### config.mk
export PLATFORM = sky130hd
export DESIGN_NAME = lcd2004_driver
export DESIGN_NICKNAME = d
export VERILOG_FILES = /design/src/lcd_pkg.sv /design/src/lcd_byte_if.sv /design/src/lcd_tick_gen.sv /design/src/lcd_char_map.sv /design/src/lcd_frame_sequencer.sv /design/src/lcd_nibble_sender.sv /design/src/lcd2004_driver.sv
export SDC_FILE = /design/constraint.sdc
export NUM_CORES = 1
export LEC_CHECK = 0
export BUFFER_PORTS_ARGS = -buffer_cell sky130_fd_sc_hd__buf_4
export CAP_MARGIN = 0
export CORE_ASPECT_RATIO = 0.75
export CORE_MARGIN = 1.5
export CORE_UTILIZATION = 30
export DETAILED_ROUTE_END_ITERATION = 12
export SLEW_MARGIN = 20
export SYNTH_ARGS = -nofsm -noshare
export SYNTH_HDL_FRONTEND = slang
export SYNTH_SLANG_ARGS = --single-unit
### constraint.sdc
create_clock -name clk -period 130.7 [get_ports clk]
set_input_delay 32.675 -clock clk [delete_from_list [all_inputs] [get_ports clk]]
set_output_delay 32.675 -clock clk [all_outputs]
set_load 0.01 [all_outputs]
### src/lcd_pkg.sv
// LCD2004 driver shared definitions
// command opcodes, FSM state encodings, timing and geometry constants
package lcd_pkg;

    // ======================================================================
    // basic types
    // ======================================================================
    typedef logic [7:0] ascii_t;
    typedef logic [3:0] nibble_t;

    // HD44780 command bytes used by this driver
    typedef enum logic [7:0] {
        INIT_8BIT  = 8'h33,
        INIT_4BIT  = 8'h32,
        FUNC_SET   = 8'h28,
        DISP_ON    = 8'h0C,
        ENTRY_MODE = 8'h06,
        CLEAR      = 8'h01,
        LINE1      = 8'h80,
        LINE2      = 8'hC0,
        LINE3      = 8'h94,
        LINE4      = 8'hD4
    } lcd_cmd_e;

    typedef enum logic [2:0] {
        BOOT_WAIT, INIT, WAIT_SERIAL, SEND_ADDR, SEND_CHAR, REFRESH_WAIT
    } seq_state_e;

    // sender states; the high/low nibble flag lives next to the state reg
    typedef enum logic [2:0] {
        IDLE, SETUP, EN_HIGH, HOLD, POST_WAIT
    } send_state_e;

    // ======================================================================
    // timing, in microsecond ticks
    // ======================================================================
    localparam int PULSE_US       = 2;
    localparam int WAIT_US_NORMAL = 40;
    // clear and the two wake-up bytes need >1.53 ms
    localparam int WAIT_US_LONG   = 2000;

    // display geometry
    localparam int LINE_CHARS   = 20;
    localparam int NUM_LINES    = 4;
    localparam int MSG_CHARS    = 60;
    localparam int SERIAL_CHARS = 6;

    // power-up command list, sent once in this order
    localparam int INIT_LEN = 6;
    localparam lcd_cmd_e INIT_CMDS [INIT_LEN] = '{
        INIT_8BIT, INIT_4BIT, FUNC_SET, DISP_ON, ENTRY_MODE, CLEAR
    };

endpackage

### src/lcd_byte_if.sv
// LCD byte channel
// one command or character byte from the frame sequencer to the nibble sender
`timescale 1ns/1ps

interface lcd_byte_if;

    logic           valid;
    logic           ready;
    // 1 = character (rs high), 0 = command
    logic           is_data;
    lcd_pkg::ascii_t data;

    modport master (
        output valid, is_data, data,
        input  ready
    );

    modport slave (
        input  valid, is_data, data,
        output ready
    );

endinterface

### src/lcd_tick_gen.sv
// Microsecond tick generator
// one-cycle tick_o pulse every CLK_HZ/1e6 clock cycles
`timescale 1ns/1ps

module lcd_tick_gen #(
    parameter int CLK_HZ = 50_000_000
) (
    input  logic clk,
    input  logic rst,
    output logic tick_o
);

    localparam int DIV   = (CLK_HZ / 1_000_000 > 1) ? CLK_HZ / 1_000_000 : 2;
    localparam int CNT_W = $clog2(DIV);

    logic [CNT_W-1:0] cnt;

    always_ff @(posedge clk or negedge rst) begin
        if (!rst) begin
            cnt    <= '0;
            tick_o <= 1'b0;
        end else if (cnt == CNT_W'(DIV - 1)) begin
            cnt    <= '0;
            tick_o <= 1'b1;
        end else begin
            cnt    <= cnt + 1'b1;
            tick_o <= 1'b0;
        end
    end

endmodule

### src/lcd_char_map.sv
// Frame character map
// combinational lookup of the ASCII code shown at a given row and column
`timescale 1ns/1ps

module lcd_char_map (
    input  logic [1:0]      row_i,
    input  logic [4:0]      col_i,
    input  logic [47:0]     serial_i,
    input  lcd_pkg::ascii_t chance_i,
    input  logic [479:0]    msg_i,
    output lcd_pkg::ascii_t char_o
);

    import lcd_pkg::*;

    logic [2:0] sn_idx;
    logic [5:0] msg_idx;
    ascii_t     serial_char;
    ascii_t     msg_char;

    // serial chars sit at columns 4..9, first char in the top byte
    assign sn_idx      = 3'(col_i - 5'd4);
    assign serial_char = serial_i[SERIAL_CHARS*8-1 - 8*sn_idx -: 8];

    // rows 1..3 walk the message, 20 chars per row
    assign msg_idx  = 6'(row_i * LINE_CHARS + col_i - LINE_CHARS);
    assign msg_char = msg_i[MSG_CHARS*8-1 - 8*msg_idx -: 8];

    always_comb begin
        char_o = " ";
        if (row_i == 2'd0) begin
            // "SN: xxxxxx chance: d"
            case (col_i)
                5'd0:  char_o = "S";
                5'd1:  char_o = "N";
                5'd2:  char_o = ":";
                5'd4, 5'd5, 5'd6, 5'd7, 5'd8, 5'd9: char_o = serial_char;
                5'd11: char_o = "c";
                5'd12: char_o = "h";
                5'd13: char_o = "a";
                5'd14: char_o = "n";
                5'd15: char_o = "c";
                5'd16: char_o = "e";
                5'd17: char_o = ":";
                5'd19: char_o = chance_i;
                default: char_o = " ";
            endcase
        end else begin
            char_o = msg_char;
        end
    end

endmodule

### src/lcd_frame_sequencer.sv
// LCD frame sequencer
// boot delay, init command list, then an endless refresh of all four lines
// with a wait between frames; inputs are latched once per frame
`timescale 1ns/1ps

module lcd_frame_sequencer #(
    parameter int BOOT_WAIT_US    = 20_000,
    parameter int REFRESH_WAIT_US = 200_000
) (
    input  logic              clk,
    input  logic              rst,
    input  logic              tick_i,
    input  logic              serial_done_i,
    input  logic [47:0]       serial_number_i,
    input  lcd_pkg::ascii_t   chance_ascii_i,
    input  logic [479:0]      msg_i,
    output logic              activated_o,
    lcd_byte_if.master        byte_if
);

    import lcd_pkg::*;

    seq_state_e   state;
    logic [31:0]  wait_cnt;
    logic [2:0]   init_idx;
    logic [1:0]   row;
    logic [4:0]   col;
    logic         xfer;
    logic         latch_en;
    logic [47:0]  serial_q;
    ascii_t       chance_q;
    logic [479:0] msg_q;
    ascii_t       map_char;
    ascii_t       line_addr;

    assign xfer = byte_if.valid && byte_if.ready;

    // new frame values are taken exactly when a frame starts
    assign latch_en = ((state == WAIT_SERIAL) && serial_done_i) ||
                      ((state == REFRESH_WAIT) && (wait_cnt == '0));

    always_comb begin
        case (row)
            2'd0:    line_addr = LINE1;
            2'd1:    line_addr = LINE2;
            2'd2:    line_addr = LINE3;
            default: line_addr = LINE4;
        endcase
    end

    lcd_char_map u_char_map (
        .row_i    (row),
        .col_i    (col),
        .serial_i (serial_q),
        .chance_i (chance_q),
        .msg_i    (msg_q),
        .char_o   (map_char)
    );

    always_ff @(posedge clk) begin
        if (latch_en) begin
            serial_q <= serial_number_i;
            chance_q <= chance_ascii_i;
            msg_q    <= msg_i;
        end
    end

    // ======================================================================
    // main FSM
    // ======================================================================
    always_ff @(posedge clk or negedge rst) begin
        if (!rst) begin
            state           <= BOOT_WAIT;
            wait_cnt        <= 32'(BOOT_WAIT_US);
            init_idx        <= '0;
            row             <= '0;
            col             <= '0;
            activated_o     <= 1'b0;
            byte_if.valid   <= 1'b0;
            byte_if.is_data <= 1'b0;
            byte_if.data    <= '0;
        end else begin
            case (state)
                BOOT_WAIT: begin
                    if (wait_cnt == '0) state <= INIT;
                    else if (tick_i)    wait_cnt <= wait_cnt - 1'b1;
                end
                INIT: begin
                    if (!byte_if.valid) begin
                        byte_if.valid   <= 1'b1;
                        byte_if.is_data <= 1'b0;
                        byte_if.data    <= INIT_CMDS[init_idx];
                    end else if (xfer) begin
                        byte_if.valid <= 1'b0;
                        init_idx      <= init_idx + 1'b1;
                        if (init_idx == 3'(INIT_LEN - 1)) state <= WAIT_SERIAL;
                    end
                end
                WAIT_SERIAL: begin
                    if (serial_done_i) begin
                        row   <= '0;
                        state <= SEND_ADDR;
                    end
                end
                SEND_ADDR: begin
                    if (!byte_if.valid) begin
                        byte_if.valid   <= 1'b1;
                        byte_if.is_data <= 1'b0;
                        byte_if.data    <= line_addr;
                    end else if (xfer) begin
                        byte_if.valid <= 1'b0;
                        col           <= '0;
                        state         <= SEND_CHAR;
                        if (row == 2'd0) activated_o <= 1'b1;
                    end
                end
                SEND_CHAR: begin
                    if (!byte_if.valid) begin
                        byte_if.valid   <= 1'b1;
                        byte_if.is_data <= 1'b1;
                        byte_if.data    <= map_char;
                    end else if (xfer) begin
                        byte_if.valid <= 1'b0;
                        if (col != 5'(LINE_CHARS - 1)) begin
                            col <= col + 1'b1;
                        end else if (row == 2'(NUM_LINES - 1)) begin
                            wait_cnt <= 32'(REFRESH_WAIT_US);
                            state    <= REFRESH_WAIT;
                        end else begin
                            row   <= row + 1'b1;
                            state <= SEND_ADDR;
                        end
                    end
                end
                REFRESH_WAIT: begin
                    if (wait_cnt == '0) begin
                        row   <= '0;
                        state <= SEND_ADDR;
                    end else if (tick_i) begin
                        wait_cnt <= wait_cnt - 1'b1;
                    end
                end
                default: state <= BOOT_WAIT;
            endcase
        end
    end

endmodule

### src/lcd_nibble_sender.sv
// HD44780 4-bit nibble sender
// sends each byte as high then low nibble with timed enable pulses,
// then holds off for a fixed post-delay instead of polling busy
`timescale 1ns/1ps

module lcd_nibble_sender (
    input  logic             clk,
    input  logic             rst,
    input  logic             tick_i,
    lcd_byte_if.slave        byte_if,
    output logic             lcd_rs_o,
    output logic             lcd_en_o,
    output lcd_pkg::nibble_t lcd_data_o
);

    import lcd_pkg::*;

    localparam int CNT_W = $clog2(WAIT_US_LONG + 1);

    send_state_e      state;
    // 0 = high nibble on the bus, 1 = low nibble
    logic             lo_nibble;
    logic [CNT_W-1:0] cnt;
    logic             long_wait;
    logic             is_slow_cmd;
    nibble_t          lo_data;

    // these commands need the long post-delay
    assign is_slow_cmd = !byte_if.is_data &&
                         ((byte_if.data == CLEAR) ||
                          (byte_if.data == INIT_8BIT) ||
                          (byte_if.data == INIT_4BIT));

    assign byte_if.ready = (state == IDLE);

    always_ff @(posedge clk) begin
        if ((state == IDLE) && byte_if.valid) begin
            lo_data <= byte_if.data[3:0];
        end
    end

    // ======================================================================
    // nibble timing FSM
    // each phase counts PULSE_US+1 ticks
    // ======================================================================
    always_ff @(posedge clk or negedge rst) begin
        if (!rst) begin
            state      <= IDLE;
            lo_nibble  <= 1'b0;
            cnt        <= '0;
            long_wait  <= 1'b0;
            lcd_rs_o   <= 1'b0;
            lcd_en_o   <= 1'b0;
            lcd_data_o <= '0;
        end else begin
            case (state)
                IDLE: begin
                    if (byte_if.valid) begin
                        lcd_rs_o   <= byte_if.is_data;
                        lcd_data_o <= byte_if.data[7:4];
                        long_wait  <= is_slow_cmd;
                        lo_nibble  <= 1'b0;
                        cnt        <= CNT_W'(PULSE_US);
                        state      <= SETUP;
                    end
                end
                SETUP: begin
                    if (tick_i) begin
                        if (cnt != '0) begin
                            cnt <= cnt - 1'b1;
                        end else begin
                            lcd_en_o <= 1'b1;
                            cnt      <= CNT_W'(PULSE_US);
                            state    <= EN_HIGH;
                        end
                    end
                end
                EN_HIGH: begin
                    if (tick_i) begin
                        if (cnt != '0) begin
                            cnt <= cnt - 1'b1;
                        end else begin
                            lcd_en_o <= 1'b0;
                            cnt      <= CNT_W'(PULSE_US);
                            state    <= HOLD;
                        end
                    end
                end
                HOLD: begin
                    if (tick_i) begin
                        if (cnt != '0) begin
                            cnt <= cnt - 1'b1;
                        end else if (!lo_nibble) begin
                            lo_nibble  <= 1'b1;
                            lcd_data_o <= lo_data;
                            cnt        <= CNT_W'(PULSE_US);
                            state      <= SETUP;
                        end else begin
                            cnt   <= long_wait ? CNT_W'(WAIT_US_LONG) : CNT_W'(WAIT_US_NORMAL);
                            state <= POST_WAIT;
                        end
                    end
                end
                POST_WAIT: begin
                    // controller still executing the byte
                    if (tick_i) begin
                        if (cnt != '0) cnt <= cnt - 1'b1;
                        else           state <= IDLE;
                    end
                end
                default: state <= IDLE;
            endcase
        end
    end

endmodule

### src/lcd2004_driver.sv
// LCD2004 driver top level
// 20x4 HD44780 display over the 4-bit bus: tick source, frame sequencer
// and nibble sender
`timescale 1ns/1ps

module lcd2004_driver #(
    parameter int CLK_HZ          = 50_000_000,
    parameter int BOOT_WAIT_US    = 20_000,
    parameter int REFRESH_WAIT_US = 200_000
) (
    input  logic         clk,
    input  logic         rst,
    input  logic [47:0]  serial_number_i,
    input  logic         serial_done_i,
    input  logic [7:0]   chance_ascii_i,
    input  logic [479:0] msg_i,
    output logic         lcd_rs_o,
    output logic         lcd_en_o,
    output logic [3:0]   lcd_data_o,
    output logic         activated_o
);

    logic tick_us;

    lcd_byte_if byte_if ();

    lcd_tick_gen #(
        .CLK_HZ (CLK_HZ)
    ) u_tick_gen (
        .clk    (clk),
        .rst    (rst),
        .tick_o (tick_us)
    );

    lcd_frame_sequencer #(
        .BOOT_WAIT_US    (BOOT_WAIT_US),
        .REFRESH_WAIT_US (REFRESH_WAIT_US)
    ) u_sequencer (
        .clk             (clk),
        .rst             (rst),
        .tick_i          (tick_us),
        .serial_done_i   (serial_done_i),
        .serial_number_i (serial_number_i),
        .chance_ascii_i  (chance_ascii_i),
        .msg_i           (msg_i),
        .activated_o     (activated_o),
        .byte_if         (byte_if)
    );

    lcd_nibble_sender u_sender (
        .clk        (clk),
        .rst        (rst),
        .tick_i     (tick_us),
        .byte_if    (byte_if),
        .lcd_rs_o   (lcd_rs_o),
        .lcd_en_o   (lcd_en_o),
        .lcd_data_o (lcd_data_o)
    );

endmodule

==> results.sh <==
export IMPL_outcome="finished, final reports clean"
export IMPL_floorplan_die_area_um2=88900
export IMPL_setup_viol_count_final=0
export IMPL_ir_worst_vdd_v=0.00000873
export IMPL_detailed_placement_hpwl_um=55200
export IMPL_postLayoutCoreUtil_pct=39.2
export IMPL_timing_fmax_mhz=28.2
export IMPL_total_cts_buffers=67
export IMPL_multi_input_area_um2=7410
export IMPL_largest_net_degree_at_the_start_of_global_routing=95
export IMPL_die_w_um=344
export IMPL_power_switching_mw=0.0845
export IMPL_fin_crit_ps=35490
export IMPL_ff_latch_area_um2=18400
export IMPL_synth_yosys_seq_area_share_pct=70.2
export IMPL_swShare_pct=20.1
export IMPL_finClkSkew_ps=39.9
export IMPL_io_pins=546
export IMPL_cell_pwr_density_nw_per_um2=12.4
export IMPL_post_cts_resize_count=0
export IMPL_count_of_endpoints_failing_hold_in_the_final_timing_report=0
export IMPL_power_total_mw=0.420
export IMPL_crit_slowest_cell="buf_4"
export IMPL_dr_max_layer_used="met4"
export IMPL_detail_route_antenna_nets=0
export IMPL_number_of_flops_mapped_to_enable_cells_by_yosys=540
export IMPL_nets=2677
export IMPL_detailedRoute_firstPassIterationCount=7
export IMPL_final_max_slew_violation_count=0
export IMPL_std_cell_rows=93
export IMPL_ys_dominant_reg_cell="edfxtp_1"
export IMPL_power_frac_clock_pct=45.2
export IMPL_cts_repair_timing_setup_buffer_count=0
export IMPL_cp_data_required_time_ps=130950
export IMPL_grt_pass1_wl_um=108000
export IMPL_detailroute_wirelength_met3_um=5570
export IMPL_slew_headroom_pct=28.7
export IMPL_detail_route_vias_per_cell=4.90
export IMPL_grt_usage_pct=16.7
export IMPL_route_layer_met1_wl_um=31200
export IMPL_critPathCaptureType="flop"
export IMPL_worst_path_largest_cell_delay_ps=870
export IMPL_critical_path_class="input port to flop"
export IMPL_clock_tree_from_tritoncts="built"
export IMPL_worst_hold_path_type="flop to flop"
export IMPL_cts_htree_levels=3
export IMPL_detailroute_via_count=16300
export IMPL_share_seq_of_total_power_pct=51.6
export IMPL_syn_nets=2118
export IMPL_first_global_vias=16900
export IMPL_route_final_wire_length_um=75500
export IMPL_synthMostInstantiatedCell="edfxtp_1"
export IMPL_critPathLaunchType="input port"
export IMPL_timing_critical_path_fanout_max=91
export IMPL_buffer_ports_inserted=545
export IMPL_antenna_violations_before_repair=9
export IMPL_worst_endpoint_arrival_ps=35730
export IMPL_cts_num_sinks=625
export IMPL_comb_power_share_pct=3.2
export IMPL_synth_cells=1554
export IMPL_worst_skew_pair_late_latency_ps=630
export IMPL_synth_area_leaders="edfxtp_1, mux4_2, dfrtp_1"
export IMPL_n_fill_cell=7999
export IMPL_syn_mean_instance_area_um2=16.8
export IMPL_routability_driven_placement_congestion_ratio=0.845
export IMPL_netlist_cell_type_count=83
export IMPL_post_synth_most_frequent_cells="edfxtp_1, mux4_2, nand2_1"
export IMPL_syn_cell_area_um2=26100
export IMPL_library_cell_used_as_clock_root_buffer="clkbuf_16"
export IMPL_ratio_of_cells_with_drive_above_1_in_the_final_layout_pct=38.3
export IMPL_fin_crit_sh_pct=27.2
export IMPL_synth_async_reset_ratio_pct=13.6
export IMPL_critical_path_top_delay_family="buffers and inverters"
export IMPL_core_um2=86100
export IMPL_worst_path_buf_inv=5
export IMPL_reg_clk_slew_reported_paths_ps=60
export IMPL_rsz0062_at_grt="no"
export IMPL_wl_per_cell_um=22.8
export IMPL_area_delta_synth_final_pct=29.3
export IMPL_crit_path_cell_trace="buf_4, inv_1, o31ai_4, buf_4, buf_4, buf_6"
export IMPL_internal_power_mw=0.335
export IMPL_drv_max_cap_violation_count=0
export IMPL_routed_wl_met2_um=36900
export IMPL_floorplan_initialDensity_pct=30.4
export IMPL_timing_setup_tns_ps=0
export IMPL_iteration_0_drc_markers=1149
export IMPL_cts_hold_buf=0
export IMPL_power_leakage_nw=12.2
export IMPL_synth_top_area_cell="edfxtp_1"
export IMPL_timing_critical_path_mode_cell="buf_4"
export IMPL_synth_top_cell_area_share_pct=62.0
export IMPL_timing_worst_slew_pin_value_ps=1060
export IMPL_grt_overflow_total=0
export IMPL_die_height_um=259
export IMPL_yosysWarnings=0
export IMPL_drc=0
export IMPL_synth_ff_latch_count=625
export IMPL_maximum_buffer_depth_of_the_clock_tree=3
-- through the flow --
stage / hold slack (ps) / cell area (µm²) / cells / worst slack (ps)
finish: 468 / 33800 / 3317 / 95210
global route: 482 / 33800 / 3314 / 95050
CTS: 471 / 33700 / 3305 / 94910
detailed placement: 455 / 31600 / 3184 / 94270
global placement: 450 / 31600 / 3184 / 94400
floorplan: 440 / 26100 / 1554 / 56990
-- area by class of cell --
| cell class | count | area share [%] |
|---|---|---|
| flip-flops and latches | 625 | 54.3 |
| clock inverters | 45 | 1.33 |
| clock buffers | 76 | 5.12 |
| multi-input cells | 820 | 21.9 |
| inverters | 31 | 0.344 |
| repair buffers | 568 | 12.6 |
| well taps | 1140 | 4.22 |
| diodes | 12 | 0.0889 |
-- path summary, 6_finish.rpt --
| kind | from | to | cells past startpoint | slack (ps) |
|---|---|---|---|---|
| setup / recovery | serial_done_i | u_sequencer.msg_q[172] | 6 | 95210 |
| hold / removal | u_sequencer.activated_o | u_sequencer.activated_o | 1 | 470 |
| setup reg to reg | u_sequencer.col[2] | u_sequencer.byte_if.data[0] | 12 | 125360 |
| hold reg to reg | u_sequencer.activated_o | u_sequencer.activated_o | 1 | 470 |
| max in group asynchronous | rst | u_sequencer.wait_cnt[25] | 2 | 97630 |
| min in group asynchronous | rst | u_sender.lcd_data_o[1] | 1 | 32070 |
-- routing by layer --
| layer | GRT usage (%) | vias up |
|---|---|---|
| met2 | 27.1 | 635 |
| met5 | 0 | - |
| met4 | 5.80 | 0 |
| met1 | 21.5 | 8123 |
| met3 | 4.50 | 109 |
| li1 | - | 7392 |
-- kinds of logic (layout without fill, tap and decap cells) --
kind of cell / after synthesis / after routing / synth area share (%)
AOI/OAI and AO/OA: 242 / 242 / 6.29
xor gates and xnor gates: 26 / 26 / 0.953
adders and majority gates: 25 / 25 / 1.23
buffers and inverters: 109 / 720 / 1.78
DFF: 625 / 625 / 70.2
muxes: 176 / 176 / 12.7
other: 0 / 12 / 0
and+or+nand+nor: 351 / 351 / 6.90
-- sequential cells by signal, summed over array words and instances (netlist names), 2 cells and up --
signal / cells
u_sequencer.msg_q: 480
u_sequencer.serial_q: 48
u_sequencer.wait_cnt: 32
u_sender.cnt: 11
u_sequencer.byte_if.data: 8
u_sequencer.chance_q: 8
u_tick_gen.cnt: 6
u_sequencer.col: 5
u_sender.lcd_data_o: 4
u_sender.lo_data: 4
u_sender.state: 3
u_sequencer.init_idx: 3
u_sequencer.state: 3
u_sequencer.row: 2
-- placed cells by master (no fill, tap or decap), types with 11 or more instances in the layout --
cell type	n
buf_4	566
edfxtp_1	540
mux4_2	123
nand2_1	98
dfrtp_1	78
clkbuf_16	68
nor2_1	65
o21ai_0	54
a21oi_1	45
mux2i_1	45
nand3_1	37
inv_1	29
nor3_1	28
ha_1	22
clkinv_1	19
a22oi_1	19
or3_1	15
nand4_1	15
xnor2_1	14
nor2b_1	14
o31ai_1	14
or4_1	13
diode_2	12
a211oi_1	12
clkinv_2	11
-- power by group through the flow --
stage,Clock (mW),Sequential [mW],Combinational [mW]
floorplan,0,0.221,0.0000119
detailed placement,0,0.221,0.0134
finish,0.190,0.217,0.0133
global route,0.202,0.217,0.0142
CTS,0.195,0.217,0.0135
global placement,0,0.221,0.0131
Note: power is estimated with default switching activity, not from simulation.
